--- src/design/core_types.sv ---
package core_types;

    // ==================================================================
    // Machine word
    // ==================================================================

    localparam int data_w_c = 32;

    typedef logic [data_w_c-1:0] data_t;

    // ==================================================================
    // Memory opcodes from execute
    // ==================================================================

    typedef enum logic [3:0] {
        OP_NONE  = 4'd0,
        OP_LD_B  = 4'd1,
        OP_LD_H  = 4'd2,
        OP_LD_W  = 4'd3,
        OP_LD_BU = 4'd4,
        OP_LD_HU = 4'd5,
        OP_ST_B  = 4'd6,
        OP_ST_H  = 4'd7,
        OP_ST_W  = 4'd8,
        OP_LL    = 4'd9,
        OP_SC    = 4'd10
    } mem_op_e;

    // Execute to memory bundle.
    typedef struct packed {
        mem_op_e op;
        data_t   addr;
        data_t   data;                  // Store data, low bits for B/H.
    } ex_mem_struct;

endpackage

--- src/design/mem_types.sv ---
package mem_types;

    // ==================================================================
    // Access width
    // ==================================================================

    typedef enum logic [1:0] {
        W_BYTE = 2'd0,
        W_HALF = 2'd1,
        W_WORD = 2'd2
    } acc_width_e;

    // ==================================================================
    // Request to the data RAM
    // ==================================================================

    typedef struct packed {
        logic             ce;
        logic             we;
        acc_width_e       width;
        core_types::data_t addr;        // Byte address, low bits give lanes.
        logic [3:0]       sel;
        core_types::data_t data;        // Replicated across the lanes.
        logic             ale;
    } mem_cache_struct;

    // ==================================================================
    // Response to write-back
    // ==================================================================

    typedef struct packed {
        core_types::data_t result;
        logic              ale;
    } mem_resp_struct;

endpackage

--- src/design/load_align.sv ---
`timescale 1ns/1ps

module load_align
    import core_types::*;
    import mem_types::*;
(
    input  mem_op_e        op_i,
    input  logic [1:0]     offset_i,
    input  logic           sc_ok_i,
    input  logic           ale_i,
    input  data_t          rdata_i,
    output mem_resp_struct resp_o
);

    logic [7:0]  lane_byte;
    logic [15:0] lane_half;

    // Addressed lane shifted down.
    assign lane_byte = rdata_i[{offset_i, 3'b000} +: 8];
    assign lane_half = rdata_i[{offset_i[1], 4'b0000} +: 16];

    // ==================================================================
    // Result select and extension
    // ==================================================================

    always_comb begin
        resp_o        = '0;
        resp_o.ale    = ale_i;
        if (!ale_i) begin
            case (op_i)
                OP_LD_B: begin
                    resp_o.result = {{24{lane_byte[7]}}, lane_byte};
                end
                OP_LD_BU: begin
                    resp_o.result = {24'd0, lane_byte};
                end
                OP_LD_H: begin
                    resp_o.result = {{16{lane_half[15]}}, lane_half};
                end
                OP_LD_HU: begin
                    resp_o.result = {16'd0, lane_half};
                end
                OP_LD_W, OP_LL: begin
                    resp_o.result = rdata_i;
                end
                OP_SC: begin
                    resp_o.result = {31'd0, sc_ok_i};   // 1 on success.
                end
                default: begin
                    resp_o.result = '0;                 // Plain stores.
                end
            endcase
        end
    end

endmodule

--- config.mk ---
export PLATFORM = sky130hd
export DESIGN_NAME = load_align
export DESIGN_NICKNAME = d
export VERILOG_FILES = /design/src/design/core_types.sv /design/src/design/mem_types.sv /design/src/design/load_align.sv
export SDC_FILE = /design/constraint.sdc
export NUM_CORES = 1
export LEC_CHECK = 0
export ABC_AREA = 1
export BUFFER_PORTS_ARGS = -buffer_cell sky130_fd_sc_hd__buf_2
export CELL_PAD_IN_SITES_DETAIL_PLACEMENT = 1
export CELL_PAD_IN_SITES_GLOBAL_PLACEMENT = 1
export CORE_ASPECT_RATIO = 2
export CORE_MARGIN = 4
export CORE_UTILIZATION = 24
export DETAILED_ROUTE_END_ITERATION = 10
export PLACE_DENSITY_LB_ADDON = 0.1
export SYNTH_ARGS = -nofsm -noshare
export SYNTH_HDL_FRONTEND = slang
export SYNTH_SLANG_ARGS = --single-unit
--- constraint.sdc ---
create_clock -name vclk -period 0.8
set_input_delay 0.04 -clock vclk [all_inputs]
set_output_delay 0.04 -clock vclk [all_outputs]
set_load 0.05 [all_outputs]
==> out/results.env, run 1 <==
RUN_STATUS='complete, but fails checks'
FAILED_CHECKS='negative setup slack'
WORST_VDD_DROP_mV=0.370
CRITICAL_PATH.CELL_CHAIN='buf_8 -> buf_4 -> nand2_2 -> nand2_2 -> nand2_1 -> nand2_2 -> nand2_8 -> buf_16 -> a31oi_4 -> buf_8'
GRT_START_MAX_NET_PINS=27
CRIT_PATH_BUF_INV_COUNT=4
CRITPATHKIND='in2out'
YOSYSTOPAREACELLSHARE_PCT=45.7
CRIT_PATH_END='resp_o[20]'
CRIT_TOP_CELL='nand2_2'
CRITPATHMAXSTAGEDELAY_NS=0.20
AREA_DELTA_SYNTH_FINAL_PCT=146
CHIPHEIGHT_UM=108
POST_DETAILED_ROUTE_VIA_TO_CELL_RATIO=5.14
DETAIL_ROUTE.FIRST_PASS.ITERATIONS=4
DRV_SLEW=0
STATIC-LEAKAGE-POWER_nW=1.31
FFS_LATCHES=0
POST_LAYOUT_NONFILLER_INSTANCES=415
SYNTH_AREA_LEADER_CELL='nand2_1'
FINALCRITICALPERIOD_NS=1.26
POWERDENSITY_nW_PER_UM2=534
DRTITER0DRC=61
POSTSYNTHNETCOUNT=301
HOLD_SLACK_NS=0.437
CTS_HOLD_BUF=0
NUM-CLOCK-BUFFERS=0
WORST_SETUP_PATH_START_KIND='input pin'
MAX_CAP_VIOLS=0
INSERTEDDIODECOUNT=0
LAYOUT.NETS=400
SYN_AREA_PER_CELL_UM2=4.56
FIN_AREA_UM2=2930
PORT-BUFFER-COUNT=73
SYNTHDISTINCTLIBCELLS=20
GROUTE.USAGE.OVERALL_PCT=22.7
CRIT_START='offset_i[1]'
SETUP_VIOLATIONS=32
FIRST_GLOBAL_VIAS=2384
POWER_mW=1.56
FINAL_MIN_PERIOD_OVER_CLOCK_PERIOD_PCT=158
FP.DIEAREA_UM2=6220
MAPPED_AREA_UM2=1190
GRT_PASS1_WL_UM=11400
POST_SYNTH_INST_COUNT=261
SYNTH_TOP_CELLS_BY_COUNT='nand2_1 (145), a31oi_1 (25), a21oi_1 (14)'
CP_NUM_CELLS=10
CRIT_SLOWEST_CELL='a31oi_4'
VIA_COUNT=2135
HPWLAFTERDP_UM=4900
DETAIL_ROUTE.WIRELENGTH_UM=7130
FINALHOLDVIOLATIONS=0
YOSYS_WARNINGS=0
FMAXACHIEVABLE_GHz=0.793
POST_ROUTE_CELLS_DRIVE_ABOVE_1_SHARE_PCT=58.9
ROUTED_ANTENNA_NETS=0
SYNTH.YOSYS.SEQ_AREA_SHARE_PCT=0
RELSLEWSLACK_PCT=83.3
MULTI_INPUT_AREA_UM2=1700
WORST_HOLD_PATH_TYPE='in2out'
FLOORPLAN.IO_PINS=73
PLACED_AREA_UM2=2350
POST_DRT_WL_PER_CELL_UM=17.2
ANTENNA_VIOLATIONS_BEFORE_REPAIR=0
DRT_DRC_VIOLATIONS_LEFT=0
CELL_CLASS_CONTRIBUTING_THE_BIGGEST_SHARE_OF_WORST_PATH_DELAY='buffers and inverters'
GRT-OVFL-TOTAL=0
GRT_SETUP_UNREPAIRED='true'
FLOORPLAN.INITIALDENSITY_PCT=24.7
WORST_EP_REQUIRED_TIME_NS=0.76
FILL_CELLS=596
POSTLAYOUTSETUPSLACKWORST_NS=-0.461
DIE_W_UM=57.8
CRITICAL_PATH.MAX_FANOUT=7
PLACE.GP.CONGESTION=0.785
PLACEDCELLCOUNT=406
POST-SYNTH-TOP-COUNT-CELL='nand2_1'
SYNTHTOPCELLSBYAREA='nand2_1 (46%), a31oi_1 (13%), a21oi_1 (5.9%)'
REGAREA_UM2=0
FP.COREAREA_UM2=4820
ENDPOINT_KIND='primary output'
ROW_COUNT=36
TIMING_WORST_SLEW_PIN_VALUE_NS=0.248
CRITPATHARRIVALTIME_NS=1.22
[worst min-delay path by stage]
| stage | start | endpoint | slack (ns) | depth (start not counted) |
|---|---|---|---|---|
| 3_3_place_gp | ale_i | resp_o[0] | 0.43 | 2 |
| 6_report | ale_i | resp_o[0] | 0.44 | 2 |
| 5_1_grt | ale_i | resp_o[0] | 0.44 | 2 |
| 2_1_floorplan | ale_i | resp_o[32] | 0.14 | 1 |
| 4_1_cts | ale_i | resp_o[0] | 0.43 | 2 |
| 3_5_place_dp | ale_i | resp_o[0] | 0.43 | 2 |
[per-layer routing]
layer / vias to the layer above / part of all wire, % / GRT usage (%) / wire length (um)
met1: 1017 / 36 / 23.4 / 2600
li1: 1036 / - / - / -
met5: - / 0 / 0 / 0
met4: 0 / 3.2 / 5.97 / 225
met2: 64 / 56 / 45.2 / 4010
met3: 18 / 4.2 / 2.88 / 302
[cells in the final DEF, fill, tap and decap left out, drive strengths merged]
cell type	n
clkbuf	1
nand2	151
nand3	2
nor2	16
clkinv	1
and2	1
buf	111
inv	16
o21ai	19
a21oi	14
clkinvlp	1
a31oi	25
[cell type report]
| class | count | share of cell area [%] |
|---|---|---|
| Inverter | 18 | 2.65 |
| Multi-Input combinational cell | 228 | 58.0 |
| Tap cell | 57 | 2.44 |
| Timing Repair Buffer | 112 | 36.9 |
[metrics by stage]
step | setup slack [ns] | utilization (%) | setup TNS (ns)
final | -0.461 | 60.7 | -13.60
after global placement | -0.603 | 48.7 | -18.09
after CTS | -0.431 | 59.2 | -12.71
after detailed placement | -0.621 | 48.7 | -18.70
after floorplan | -0.364 | - | -8.71
after global routing | -0.523 | 60.7 | -15.51
[power by group]
part / total, mW / internal, mW / leakage [nW] / switching [mW]
sequential: 0 / 0 / 0 / 0
combinational: 1.56 / 0.616 / 1.31 / 0.948
clock: 0 / 0 / 0 / 0
[kinds of logic after synthesis]
kind of cell	Yosys count	synth area share [%]
simple gates	170	58.0
compound gates	58	27.3
buf+inv	33	14.7
[repair_timing]
action,CTS,global route
setup endpoints to repair,32,32
resized for setup,126,12
pin swaps,25,27
gates cloned,2,1
setup buffers,7,0
Note: power is estimated with default switching activity, not from simulation.
==> run 2, diff against run 1 <==
--- a/config.mk
+++ b/config.mk
@@ -14,6 +14,7 @@
 export CORE_UTILIZATION = 24
 export DETAILED_ROUTE_END_ITERATION = 10
 export PLACE_DENSITY_LB_ADDON = 0.1
+export SETUP_SLACK_MARGIN = 0.4
 export SYNTH_ARGS = -nofsm -noshare
 export SYNTH_HDL_FRONTEND = slang
 export SYNTH_SLANG_ARGS = --single-unit
==> out/results.env, run 2 (synthesis gave the netlist of run 1 again) <==
INTERNAL_POWER_mW=0.654  # +6.1%
ANTENNA_VIOLATIONS_BEFORE_REPAIR=0  # unchanged
GROUTE.USAGE.OVERALL_PCT=23.1  # +0.43 points
DR.MAX_LAYER_USED='met4'
ROUTED_ANTENNA_NETS=0  # unchanged
FMAXACHIEVABLE_GHz=0.800  # +0.93%
FLOORPLAN.INITIALDENSITY_PCT=24.7  # unchanged
SEQ_POWER_SHARE_PCT=0  # unchanged
NUM-CLOCK-BUFFERS=0  # unchanged
MET2_WIRE_LENGTH_UM=4450  # +11%
CRIT_TOP_CELL='buf_6'
TIMING_WORST_SLEW_PIN_VALUE_NS=0.272  # +0.0231 ns
DRV_SLEW=0  # unchanged
DETAIL_ROUTE.WIRELENGTH_UM=7540  # +5.7%
SHARE_COMB_OF_TOTAL_POWER_PCT=100.0  # about the same
FINALCRITICALPERIOD_NS=1.25  # -0.0116 ns
LAYOUT.CELLS.MOST_COMMON_LIST='nand2_1 (116), buf_6 (44), buf_2 (34), a31oi_4 (25), buf_4 (24)'
REGAREA_UM2=0  # unchanged
VIA_COUNT=2195  # +2.8%
WORST_HOLD_PATH_TYPE='in2out'
WIRELENGTH_MET1_UM=2700  # +3.9%
POST_DETAILED_ROUTE_VIA_TO_CELL_RATIO=5.20  # +1.1%
GRT_START_MAX_NET_PINS=27  # unchanged
CRITPATHKIND='in2out'
FINAL_MIN_PERIOD_OVER_CLOCK_PERIOD_PCT=156  # -1.4 points
PLACEDCELLCOUNT=406  # unchanged
POWERDENSITY_nW_PER_UM2=540  # +1.0%
WORST_SETUP_PATH_START_KIND='input pin'
SWITCHINGPOWER_mW=0.983  # +3.7%
CRITICAL_PATH.MAX_FANOUT=6  # -1
FILL_CELLS=595  # -0.17%
CRIT_SLOWEST_CELL='a21oi_1'
POST_ROUTE_CELLS_DRIVE_ABOVE_1_SHARE_PCT=59.2  # +0.24 points
HPWLAFTERDP_UM=4900  # unchanged
POST_DRT_WL_PER_CELL_UM=17.9  # +3.9%
GRT_PASS1_WL_UM=11600  # +2.0%
MOSTFREQUENTLAYOUTCELL='nand2_1'
DETAIL_ROUTE.FIRST_PASS.ITERATIONS=4  # unchanged
GRT_SETUP_UNREPAIRED='true'
CRITICAL_PATH.CELL_CHAIN='buf_8 -> nor2_4 -> buf_6 -> nand2_8 -> buf_6 -> a21oi_1 -> nor2_2 -> a21oi_4 -> buf_6'
PLACE.GP.CONGESTION=0.785  # unchanged
SETUP_VIOLATIONS=32  # unchanged
POST_LAYOUT_NONFILLER_INSTANCES=422  # +1.7%
FIRST_GLOBAL_VIAS=2435  # +2.1%
PORT-BUFFER-COUNT=73  # unchanged
CRITPATHARRIVALTIME_NS=1.21  # about the same
ROW_COUNT=36  # unchanged
PLACED_AREA_UM2=2350  # unchanged
MULTI_INPUT_AREA_UM2=1730  # +2.0%
LAYOUT.NETS=407  # +1.8%
FAILED_CHECKS='negative setup slack'
FP.DIEAREA_UM2=6220  # unchanged
FFS_LATCHES=0  # unchanged
DETAILROUTE.WIRELENGTH.MET3_UM=198  # -34%
WORST_VDD_DROP_mV=0.318  # -14%
CHIPHEIGHT_UM=108  # unchanged
FINALHOLDVIOLATIONS=0  # unchanged
CRITPATHMAXSTAGEDELAY_NS=0.17  # -0.03 ns
FP.COREAREA_UM2=4820  # unchanged
RELSLEWSLACK_PCT=81.8  # -1.6 points
CTS_HOLD_BUF=0  # unchanged
FIN_AREA_UM2=3030  # +3.6%
P_SW_SHARE_PCT=60.0  # -0.54 points
DRT_DRC_VIOLATIONS_LEFT=0  # unchanged
AREA_DELTA_SYNTH_FINAL_PCT=155
FLOORPLAN.IO_PINS=73  # unchanged
WORST_EP_REQUIRED_TIME_NS=0.76  # about the same
INSERTEDDIODECOUNT=0  # unchanged
STATIC-LEAKAGE-POWER_nW=1.35  # +3.1%
MAX_CAP_VIOLS=0  # unchanged
RUN_STATUS='complete, but fails checks'
ENDPOINT_KIND='primary output'
DIE_W_UM=57.8  # unchanged
DRTITER0DRC=60  # -1.6%
P_CLK_SHARE_PCT=0  # unchanged
POSTLAYOUTSETUPSLACKWORST_NS=-0.450  # +0.0116 ns
GRT-OVFL-TOTAL=0  # unchanged
-- run 2: changes by cell type in the layout (fill, tap and decap cells not counted), sizes merged --
cell and delta:
clkinv -1, inv +1, nand2 +2, buf +5
-- run 2: repair_timing --
item / in CTS / in global routing
setup endpoints to repair: 33 / 32
gates cloned: 2 / 3
setup buffers: 8 / 3
gates resized for setup: 117 / 31
pin swaps: 43 / 35
-- run 2: layer usage --
layer	vias up	global-route usage [%]
met1	1067	23.8
met5	-	0
li1	1051	-
met2	59	47.1
met3	18	2.28
met4	0	4.98
-- run 2: layout make-up --
class	instances	area share, %
multi-input cells	230	57.1
well taps	57	2.35
inverters	18	2.60
repair buffers	117	38.0
-- run 2: metrics by stage --
step | hold slack [ns] | util (%) | total power, mW | setup slack (ns) | TNS [ns]
floorplan | 0.136 | - | 0.872 | -0.364 | -8.71
global placement | 0.430 | 48.7 | 1.26 | -0.603 | -18.09
detailed placement | 0.431 | 48.7 | 1.28 | -0.621 | -18.70
CTS | 0.377 | 59.1 | 1.50 | -0.445 | -12.97
global route | 0.385 | 62.9 | 1.74 | -0.528 | -15.16
finish | 0.379 | 62.9 | 1.64 | -0.450 | -13.57
-- run 2: path summary, 6_finish.rpt --
kind,startpoint,end,slack (ns),cells past startpoint
setup / recovery,op_i[3],resp_o[3],-0.45,9
hold / removal,ale_i,resp_o[0],0.38,2
-- run 2: worst max-delay path, delay by kind of cell --
| family | cells | cell delay [ns] |
|---|---|---|
| simple gates | 3 | 0.30 |
| buf+inv | 4 | 0.56 |
| compound gates | 2 | 0.30 |
-- run 2: power by group through the flow --
stage	combinational [mW]	clock (mW)	sequential, mW
finish	1.64	0	0
global route	1.74	0	0
CTS	1.50	0	0
detailed placement	1.28	0	0
global placement	1.26	0	0
floorplan	0.872	0	0
