File: config.mk
export PLATFORM = sky130hd
export DESIGN_NAME = mem_req
export DESIGN_NICKNAME = d
export VERILOG_FILES = /design/src/design/core_types.sv /design/src/design/mem_types.sv /design/src/design/mem_req.sv
export SDC_FILE = /design/constraint.sdc
export NUM_CORES = 1
export LEC_CHECK = 0
export BUFFER_PORTS_ARGS = -buffer_cell sky130_fd_sc_hd__buf_4
export CORE_UTILIZATION = 38
export DETAILED_ROUTE_END_ITERATION = 6
export PLACE_DENSITY = 0.94
export SYNTH_ARGS = -nofsm -noshare
export SYNTH_HDL_FRONTEND = slang
export SYNTH_SLANG_ARGS = --single-unit
File: constraint.sdc
create_clock -name vclk -period 4.65
set_input_delay 0.465 -clock vclk [all_inputs]
set_output_delay 0.465 -clock vclk [all_outputs]
set_load 0.03 [all_outputs]
File: src/design/core_types.sv
package core_types;

    // ==================================================================
    // Machine word
    // ==================================================================

    localparam int data_w_c = 32;

    typedef logic [data_w_c-1:0] data_t;

    // ==================================================================
    // Memory opcodes from execute
    // ==================================================================

    typedef enum logic [3:0] {
        OP_NONE  = 4'd0,
        OP_LD_B  = 4'd1,
        OP_LD_H  = 4'd2,
        OP_LD_W  = 4'd3,
        OP_LD_BU = 4'd4,
        OP_LD_HU = 4'd5,
        OP_ST_B  = 4'd6,
        OP_ST_H  = 4'd7,
        OP_ST_W  = 4'd8,
        OP_LL    = 4'd9,
        OP_SC    = 4'd10
    } mem_op_e;

    // Execute to memory bundle.
    typedef struct packed {
        mem_op_e op;
        data_t   addr;
        data_t   data;                  // Store data, low bits for B/H.
    } ex_mem_struct;

endpackage

File: src/design/mem_types.sv
package mem_types;

    // ==================================================================
    // Access width
    // ==================================================================

    typedef enum logic [1:0] {
        W_BYTE = 2'd0,
        W_HALF = 2'd1,
        W_WORD = 2'd2
    } acc_width_e;

    // ==================================================================
    // Request to the data RAM
    // ==================================================================

    typedef struct packed {
        logic             ce;
        logic             we;
        acc_width_e       width;
        core_types::data_t addr;        // Byte address, low bits give lanes.
        logic [3:0]       sel;
        core_types::data_t data;        // Replicated across the lanes.
        logic             ale;
    } mem_cache_struct;

    // ==================================================================
    // Response to write-back
    // ==================================================================

    typedef struct packed {
        core_types::data_t result;
        logic              ale;
    } mem_resp_struct;

endpackage

File: src/design/mem_req.sv
`timescale 1ns/1ps

module mem_req
    import core_types::*;
    import mem_types::*;
(
    input  mem_op_e         op_i,
    input  data_t           addr_i,
    input  data_t           data_i,
    input  logic            llbit_i,
    output mem_cache_struct req_o
);

    always_comb begin
        req_o = '0;

        // Decode enable, direction and width.
        case (op_i)
            OP_LD_B, OP_LD_BU: begin
                req_o.ce    = 1'b1;
                req_o.width = W_BYTE;
            end
            OP_LD_H, OP_LD_HU: begin
                req_o.ce    = 1'b1;
                req_o.width = W_HALF;
            end
            OP_LD_W, OP_LL: begin
                req_o.ce    = 1'b1;
                req_o.width = W_WORD;
            end
            OP_ST_B: begin
                req_o.ce    = 1'b1;
                req_o.we    = 1'b1;
                req_o.width = W_BYTE;
            end
            OP_ST_H: begin
                req_o.ce    = 1'b1;
                req_o.we    = 1'b1;
                req_o.width = W_HALF;
            end
            OP_ST_W: begin
                req_o.ce    = 1'b1;
                req_o.we    = 1'b1;
                req_o.width = W_WORD;
            end
            OP_SC: begin
                req_o.ce    = llbit_i;      // Fails silently without the bit.
                req_o.we    = llbit_i;
                req_o.width = W_WORD;
            end
            default: begin
                req_o.ce    = 1'b0;
            end
        endcase

        // Lanes, store data and alignment from the width.
        case (req_o.width)
            W_BYTE: begin
                req_o.sel  = 4'b0001 << addr_i[1:0];
                req_o.data = {4{data_i[7:0]}};
            end
            W_HALF: begin
                req_o.sel  = addr_i[1] ? 4'b1100 : 4'b0011;
                req_o.data = {2{data_i[15:0]}};
                req_o.ale  = addr_i[0];
            end
            default: begin
                req_o.sel  = 4'b1111;
                req_o.data = data_i;
                req_o.ale  = |addr_i[1:0];
            end
        endcase

        // A faulting or idle access never reaches the RAM.
        if (req_o.ale || !req_o.ce) begin
            req_o.ce   = 1'b0;
            req_o.we   = 1'b0;
            req_o.sel  = 4'b0000;
            req_o.data = '0;
        end else begin
            req_o.addr = addr_i;
        end
    end

endmodule

==> results.json, run 1 <==
{
  "run_status": "finished, violations left",
  "violated_checks": "design-rule violations",
  "post-cts-setup-buffers": 0,
  "crit_path_start_kind": "input pin",
  "start_util": 0.416,
  "design.seq.count": 0,
  "tightestPinTransition_ns": 0.629,
  "grt_remaining_overflow": 0,
  "max-vdd-ir-drop_uv": 100,
  "fmax_mhz": 343,
  "p_leak_nw": 1.14,
  "timing.max_cap.violations": 0,
  "antennaDiodeCount": 0,
  "slew_headroom": 0.580,
  "critical_path.most_common_cell": "buf_4",
  "drt_pre_antenna_iters": 6,
  "worstHoldPathCells": 3,
  "fp.dieH_um": 57.9,
  "die_area_um2": 3350,
  "crit_fanout": 41,
  "synth_cell_type_count": 42,
  "postSynthCellCount": 191,
  "finalCriticalPeriod_ns": 2.91,
  "row_count": 19,
  "finalHoldViolCount": 0,
  "buffer_ports.inserted": 142,
  "routed_via_count_divided_by_cell_count": 5.35,
  "gpl_wtd_cong": 0.887,
  "synth_top_family_by_area": "simple AND/OR/NAND/NOR gates",
  "finalCritPeriodShare": 0.627,
  "die_x_um": 57.9,
  "via_count": 1855,
  "syn_avg_cell_area_um2": 6.22,
  "critPathCaptureType": "primary output",
  "finalMaxSlewViolations": 0,
  "finalNetCount": 387,
  "yosys_warnings": 0,
  "global_route_wire_length_before_repair_mm": 7.30,
  "vias_in_the_first_global_route": 1587,
  "grt_usage": 0.268,
  "path_class": "in -> out",
  "remaining_drc_errors": 10,
  "cts_resized": 0,
  "grt_antenna_before_repair": 0,
  "total_power_mw": 0.384,
  "final_layout_size_suffix_gt1_frac": 0.487,
  "hold_ws_ns": 1.25,
  "largest_net_degree_at_the_start_of_global_routing": 42,
  "post-dp-hpwl_mm": 3.97,
  "layout-area-overhead-vs-synth_pct": 83.8,
  "synthXorXnorAreaFrac": 0.0221,
  "final.clkbuf_count": 0,
  "post_synth_mux_area_share": 0.0896,
  "post_cts_hold_buffer_count": 0,
  "route.final.wire_length_mm": 4.93,
  "timing.critical_path.slowest_stage_cell": "o21bai_4",
  "postSynthNetCount": 260,
  "worstHoldPathType": "in -> out",
  "post_synth_fa_ha_maj_area_fraction": 0,
  "power_density_nw_per_um2": 176,
  "regArea_um2": 0,
  "detail_route.iter0.violations": 93,
  "core_region_area_um2": 2850,
  "cp_data_required_time_ns": 4.18,
  "path_cells": "buf_4 > a21o_1 > a221o_1 > o21bai_4 > inv_4 > and2_1 > buf_4",
  "fin_tns_setup_ns": 0,
  "rsz0062_at_grt": "no",
  "routedWlPerCell_um": 14.2,
  "cp_data_arrival_time_ns": 2.45,
  "yosys.area_share.simple": 0.510,
  "design.portCount": 142,
  "drtAntennaViolNets": 0,
  "synth-seq-area-share": 0,
  "synth_compound_area_frac": 0.260,
  "worst_path_largest_cell_delay_ns": 0.52,
  "setup_viol": 0,
  "synthesis.area_um2": 1190
}
where the power goes:
group	switching [mW]	total, mW	internal (mW)
combinational	0.227	0.384	0.157
clock	0	0	0
sequential	0	0	0
layout by cell type, fill, tap and decap left out, types with 2 or more instances in the layout:
| cell type | instances |
|---|---|
| inv_1 | 3 |
| xnor2_1 | 2 |
| nand2_1 | 21 |
| o221ai_1 | 3 |
| a21oi_1 | 9 |
| and3b_1 | 3 |
| o21ai_0 | 4 |
| a21o_1 | 3 |
| o32ai_1 | 6 |
| nor3b_1 | 2 |
| nand2b_1 | 2 |
| mux2_2 | 5 |
| nor2_1 | 25 |
| o32a_1 | 3 |
| buf_4 | 143 |
| nor3_1 | 9 |
| mux2i_1 | 5 |
| and2_1 | 40 |
| nor4_1 | 8 |
routing by layer:
metal | up-vias | wire, um | GRT usage
met5 | - | 0 | 0
met4 | 0 | 14 | 0.00680
met3 | 2 | 476 | 0.0357
met2 | 92 | 2640 | 0.519
met1 | 836 | 1800 | 0.327
li1 | 925 | - | -
cells in the mapped netlist (all sizes together) (5+ instances only):
| cell type | instances | area share |
|---|---|---|
| and2 | 40 | 0.21 |
| nor4 | 8 | 0.042 |
| nor3 | 9 | 0.038 |
| o32ai | 6 | 0.044 |
| nor2 | 25 | 0.079 |
| o21ai | 5 | 0.024 |
| buf | 13 | 0.083 |
| a21oi | 9 | 0.038 |
| mux2i | 5 | 0.042 |
| mux2 | 5 | 0.047 |
| nand2 | 21 | 0.066 |
| clkbuf | 5 | 0.016 |
metrics by stage:
step	utilization	area (um^2)	cells	setup WS, ns
floorplan	-	1190	191	1.82
global placement	0.765	2180	347	1.78
detailed placement	0.765	2180	347	1.72
CTS	0.765	2180	347	1.73
global route	0.765	2180	347	1.58
finish	0.765	2180	347	1.74
worst paths after layout:
path	slack, ns	endpoint	startpoint
min	1.25	req_o[61]	addr_i[24]
max	1.74	req_o[40]	op_i[0]
critical path, delay by kind of cell:
family                 cells  cell delay (ns)
AO/OA/AOI/OAI              3             1.12
buffers and inverters      3             0.61
AND/OR/NAND/NOR            1             0.25
area by class of cell:
| class | instances | area (um^2) |
|---|---|---|
| fill | 239 | 671 |
| multi-input combinational | 168 | 1050 |
| inverter | 5 | 22.5 |
| timing repair buffer | 143 | 1070 |
| tap | 31 | 38.8 |
kinds of logic (layout without fill, tap and decap cells):
logic type | after synthesis | count (layout)
AOI/OAI and AO/OA | 40 | 40
and+or+nand+nor | 115 | 115
buffers and inverters | 23 | 148
xor gates and xnor gates | 3 | 3
muxes | 10 | 10
(Power assumes the default switching activity.)
==> run 2, diff against run 1 <==
--- a/config.mk
+++ b/config.mk
@@ -6,9 +6,9 @@
 export NUM_CORES = 1
 export LEC_CHECK = 0
 export BUFFER_PORTS_ARGS = -buffer_cell sky130_fd_sc_hd__buf_4
-export CORE_UTILIZATION = 38
+export CORE_UTILIZATION = 32
 export DETAILED_ROUTE_END_ITERATION = 6
-export PLACE_DENSITY = 0.94
+export PLACE_DENSITY = 0.85
 export SYNTH_ARGS = -nofsm -noshare
 export SYNTH_HDL_FRONTEND = slang
 export SYNTH_SLANG_ARGS = --single-unit
==> constraint.sdc (replaced) <==
create_clock -name vclk -period 2.4
set_input_delay 0.24 -clock vclk [all_inputs]
set_output_delay 0.24 -clock vclk [all_outputs]
set_load 0.03 [all_outputs]
==> results.json, run 2 (synthesis results as in run 1) <==
{
  "run_status": "finished, final reports clean",
  "drtAntennaViolNets": 0,
  "total_power_mw": 0.745,
  "design.portCount": 142,
  "row_count": 21,
  "antennaDiodeCount": 0,
  "die_area_um2": 3960,
  "power_density_nw_per_um2": 336,
  "critPathCaptureType": "primary output",
  "final.clkbuf_count": 0,
  "via_count": 1860,
  "layoutNonFillerInstCount": 364,
  "finalHoldViolCount": 0,
  "drt_pre_antenna_iters": 4,
  "tightestPinTransition_ns": 0.491,
  "final_common_cell": "buf_4",
  "timing.max_cap.violations": 0,
  "core_region_area_um2": 3440,
  "cp_data_arrival_time_ns": 1.99,
  "post_cts_hold_buffer_count": 0,
  "crit_fanout": 41,
  "finalCriticalPeriod_ns": 2.23,
  "fillers": 329,
  "worstHoldPathType": "in -> out",
  "grt_remaining_overflow": 0,
  "setup_viol": 0,
  "buffer_ports.inserted": 142,
  "die_x_um": 62.9,
  "finalNetCount": 389,
  "finalCritPeriodShare": 0.931,
  "final_layout_size_suffix_gt1_frac": 0.491,
  "vias_in_the_first_global_route": 1757,
  "global_route_wire_length_before_repair_mm": 7.94,
  "path_class": "in -> out",
  "rsz0062_at_grt": "no",
  "largest_net_degree_at_the_start_of_global_routing": 42,
  "routedWlPerCell_um": 13.4,
  "grt_usage": 0.237,
  "fmax_mhz": 448,
  "post-cts-setup-buffers": 0,
  "gpl_wtd_cong": 0.791,
  "max-vdd-ir-drop_uv": 153,
  "detail_route.iter0.violations": 59,
  "commonest_cells_after_routing_fill_and_taps_aside": "buf_4 (145), and2_1 (40), nor2_1 (25)",
  "cp_data_required_time_ns": 2.16,
  "crit_path_start_kind": "input pin",
  "route.final.wire_length_mm": 4.89,
  "layout-area-overhead-vs-synth_pct": 86.6,
  "slew_headroom": 0.673,
  "finalMaxSlewViolations": 0,
  "design.seq.count": 0,
  "grt_antenna_before_repair": 0,
  "hold_ws_ns": 0.802,
  "regArea_um2": 0,
  "cts_resized": 0,
  "fp.dieH_um": 62.9,
  "post-dp-hpwl_mm": 3.87,
  "start_util": 0.345,
  "place.detailed.instances": 364,
  "fin_tns_setup_ns": 0,
  "p_leak_nw": 1.14,
  "remaining_drc_errors": 0,
  "routed_via_count_divided_by_cell_count": 5.11
}
==> run 2: cell types whose count changed in the layout (fill, tap and decap cells not counted), sizes merged <==
cell | previous run | this run
buf | 143 | 145
==> run 2: area by class of cell <==
class              instances  area, um^2  share of cell area
inverters                  5        22.5              0.0102
well taps                 46        57.6              0.0260
repair buffers           145        1090               0.491
multi-input cells        168        1050               0.473
==> run 2: per-stage QoR <==
stage	util	setup slack, ns	instance area (um^2)
6_report	0.644	0.166	2220
3_5_place_dp	0.644	0.154	2220
4_1_cts	0.644	0.154	2220
5_1_grt	0.644	0.0466	2220
3_3_place_gp	0.644	0.207	2220
2_1_floorplan	-	0.0163	1190
==> run 2: metal layers <==
metal,wire [um],vias to the layer above,global-route usage
li1,-,926,-
met1,1840,820,0.268
met2,2520,112,0.464
met3,507,2,0.0493
met4,15,0,0.00872
met5,0,-,0
==> run 2: final timing paths <==
kind	start	end	slack (ns)	cells after the start
worst max-delay path	op_i[0]	req_o[62]	0.17	7
worst min-delay path	addr_i[5]	req_o[42]	0.80	3
==> run 2: report_power, final <==
part / leakage, nW / total (mW) / switching, mW / internal (mW)
sequential: 0 / 0 / 0 / 0
combinational: 1.14 / 0.745 / 0.436 / 0.308
clock: 0 / 0 / 0 / 0
==> run 2: critical path: stages <==
cell      delay [ns]
buf_4           0.19
a21o_1          0.22
a221o_1         0.39
o21bai_4        0.35
inv_4           0.21
and2_1          0.22
buf_4           0.16
==> run 3, diff against run 2 <==
--- a/config.mk
+++ b/config.mk
@@ -5,6 +5,7 @@
 export SDC_FILE = /design/constraint.sdc
 export NUM_CORES = 1
 export LEC_CHECK = 0
+export ABC_AREA = 1
 export BUFFER_PORTS_ARGS = -buffer_cell sky130_fd_sc_hd__buf_4
 export CORE_UTILIZATION = 32
 export DETAILED_ROUTE_END_ITERATION = 6
==> results.json, run 3 <==
{
  "run_status": "finished, final reports clean",
  "worstHoldPathCells": 4,
  "post_synth_top_area_cell": "inv_1",
  "syn_avg_cell_area_um2": 4.46,
  "synth-seq-area-share": 0,
  "routedWlPerCell_um": 10.2,
  "design.seq.count": 0,
  "largest_net_degree_at_the_start_of_global_routing": 37,
  "timing.max_cap.violations": 0,
  "via_count": 1980,
  "commonest_cells_after_routing_fill_and_taps_aside": "buf_4 (147), inv_1 (65), nand2_1 (60)",
  "core_region_area_um2": 3440,
  "setup_viol": 0,
  "fin_tns_setup_ns": 0,
  "synth_top_cell_area_share": 0.207,
  "rsz0062_at_grt": "no",
  "tightestPinTransition_ns": 0.391,
  "place.detailed.instances": 445,
  "fmax_mhz": 546,
  "finalCriticalPeriod_ns": 1.83,
  "critical_path.most_common_cell": "nand2_1",
  "final_layout_size_suffix_gt1_frac": 0.459,
  "finalMaxSlewViolations": 0,
  "remaining_drc_errors": 0,
  "cp_data_required_time_ns": 2.16,
  "slew_headroom": 0.739,
  "timing.critical_path.slowest_stage_cell": "inv_2",
  "power.share.switching": 0.611,
  "layoutNonFillerInstCount": 445,
  "p_leak_nw": 1.54,
  "min_from": "addr_i[18]",
  "yosys_warnings": 0,
  "design.portCount": 142,
  "post-dp-hpwl_mm": 3.79,
  "final_common_cell": "buf_4",
  "path_class": "in -> out",
  "path_cells": "buf_4 > inv_1 > nand2_1 > nand2_1 > nand2_1 > buf_4 > inv_2 > nand2_1 > nand2_1 > nand2_1 > inv_1 > buf_4",
  "crit_fanout": 29,
  "finalHoldViolCount": 0,
  "finalCritPeriodShare": 0.763,
  "gpl_wtd_cong": 0.789,
  "row_count": 21,
  "vias_in_the_first_global_route": 1818,
  "combinationalPowerShare": 1.000,
  "share_clk_of_total_power": 0,
  "buffer_ports.inserted": 142,
  "netSwitchingPower_mw": 0.436,
  "max-vdd-ir-drop_uv": 193,
  "worst_path_largest_cell_delay_ns": 0.28,
  "routed_via_count_divided_by_cell_count": 4.45,
  "postSynthNetCount": 334,
  "die_x_um": 62.8,
  "worstHoldEndpoint": "req_o[55]",
  "synthesis.area_um2": 1180,
  "grt_antenna_before_repair": 0,
  "ys_top_cells_by_area": "inv_1 (21%), nand2_1 (19%), nand3_1 (15%)",
  "layout-area-overhead-vs-synth_pct": 90.5,
  "cp_data_arrival_time_ns": 1.59,
  "post-cts-setup-buffers": 0,
  "synth_commonest_cells": "inv_1 (65), nand2_1 (60), nor2_1 (46)",
  "start_util": 0.343,
  "final.clkbuf_count": 0,
  "postSynthCellCount": 265,
  "drtAntennaViolNets": 0,
  "route.final.wire_length_mm": 4.54,
  "critPathCaptureType": "primary output",
  "detail_route.iter0.violations": 33,
  "regArea_um2": 0,
  "cts_resized": 0,
  "crit_path_start_kind": "input pin",
  "antennaDiodeCount": 0,
  "die_area_um2": 3940,
  "grt_remaining_overflow": 0,
  "fp.dieH_um": 62.8,
  "global_route_wire_length_before_repair_mm": 7.50,
  "internal_power_mw": 0.277,
  "finalNetCount": 470,
  "worstHoldPathType": "in -> out",
  "synth.most_common_cell": "inv_1",
  "drt_pre_antenna_iters": 5,
  "synth_cell_type_count": 13,
  "grt_usage": 0.223,
  "post_cts_hold_buffer_count": 0,
  "power_density_nw_per_um2": 317,
  "power_frac_seq": 0
}
==> run 3: changes by cell type after synthesis, sizes merged, moves of 7 or more <==
| cell | before | now |
|---|---|---|
| nor2 | 25 | 68 |
| nand3 | 0 | 36 |
| inv | 4 | 68 |
| nor4 | 8 | 0 |
| nand2 | 21 | 62 |
| and2 | 40 | 0 |
| a21oi | 9 | 0 |
| nor3 | 9 | 0 |
| or2 | 1 | 8 |
==> run 3: cell type report <==
class                           count  area, um^2
Multi-Input combinational cell    184         833
Inverter                           68         255
Timing Repair Buffer              147        1100
Fill cell                         347        1190
Tap cell                           46        57.6
==> run 3: worst max-delay path, delay by kind of cell <==
kind          cells  cell delay (ns)
simple gates      6             0.43
buf+inv           6             0.92
==> run 3: through the flow <==
stage	cell area, um^2	power, mW	setup slack (ns)	util	hold WS (ns)
final	2250	0.713	0.569	0.654	0.815
after global routing	2250	0.769	0.361	0.654	0.827
after CTS	2250	0.717	0.561	0.654	0.815
after detailed placement	2250	0.716	0.568	0.654	0.814
after global placement	2250	0.707	0.615	0.654	0.811
after floorplan	1180	0.442	0.720	-	0.602
==> run 3: cells by family (layout without fill, tap and decap cells) <==
group           count (synthesis)  in the layout  share of synthesized area
buf+inv                        81            215                      0.294
simple gates                  174            174                      0.663
compound gates                 10             10                     0.0424
==> run 3: how the worst max path moves through the flow <==
stage	from	endpoint	slack, ns	cells after the start
2_1_floorplan	op_i[1]	req_o[25]	0.72	10
3_3_place_gp	op_i[3]	req_o[25]	0.61	11
3_5_place_dp	op_i[3]	req_o[23]	0.57	12
4_1_cts	op_i[3]	req_o[23]	0.56	12
5_1_grt	op_i[3]	req_o[18]	0.36	12
6_report	op_i[3]	req_o[23]	0.57	12
==> run 3: power groups by stage <==
stage	Sequential (mW)	Combinational, mW	Clock (mW)
after global placement	0	0.707	0
after CTS	0	0.717	0
after floorplan	0	0.442	0
after detailed placement	0	0.716	0
final	0	0.713	0
after global routing	0	0.769	0
==> run 3: metal layers <==
layer | vias up | track usage | wire length [um]
met5 | - | 0 | 0
met4 | 0 | 0.0233 | 34
met3 | 4 | 0.0474 | 402
li1 | 1029 | - | -
met1 | 865 | 0.246 | 1820
met2 | 82 | 0.440 | 2280
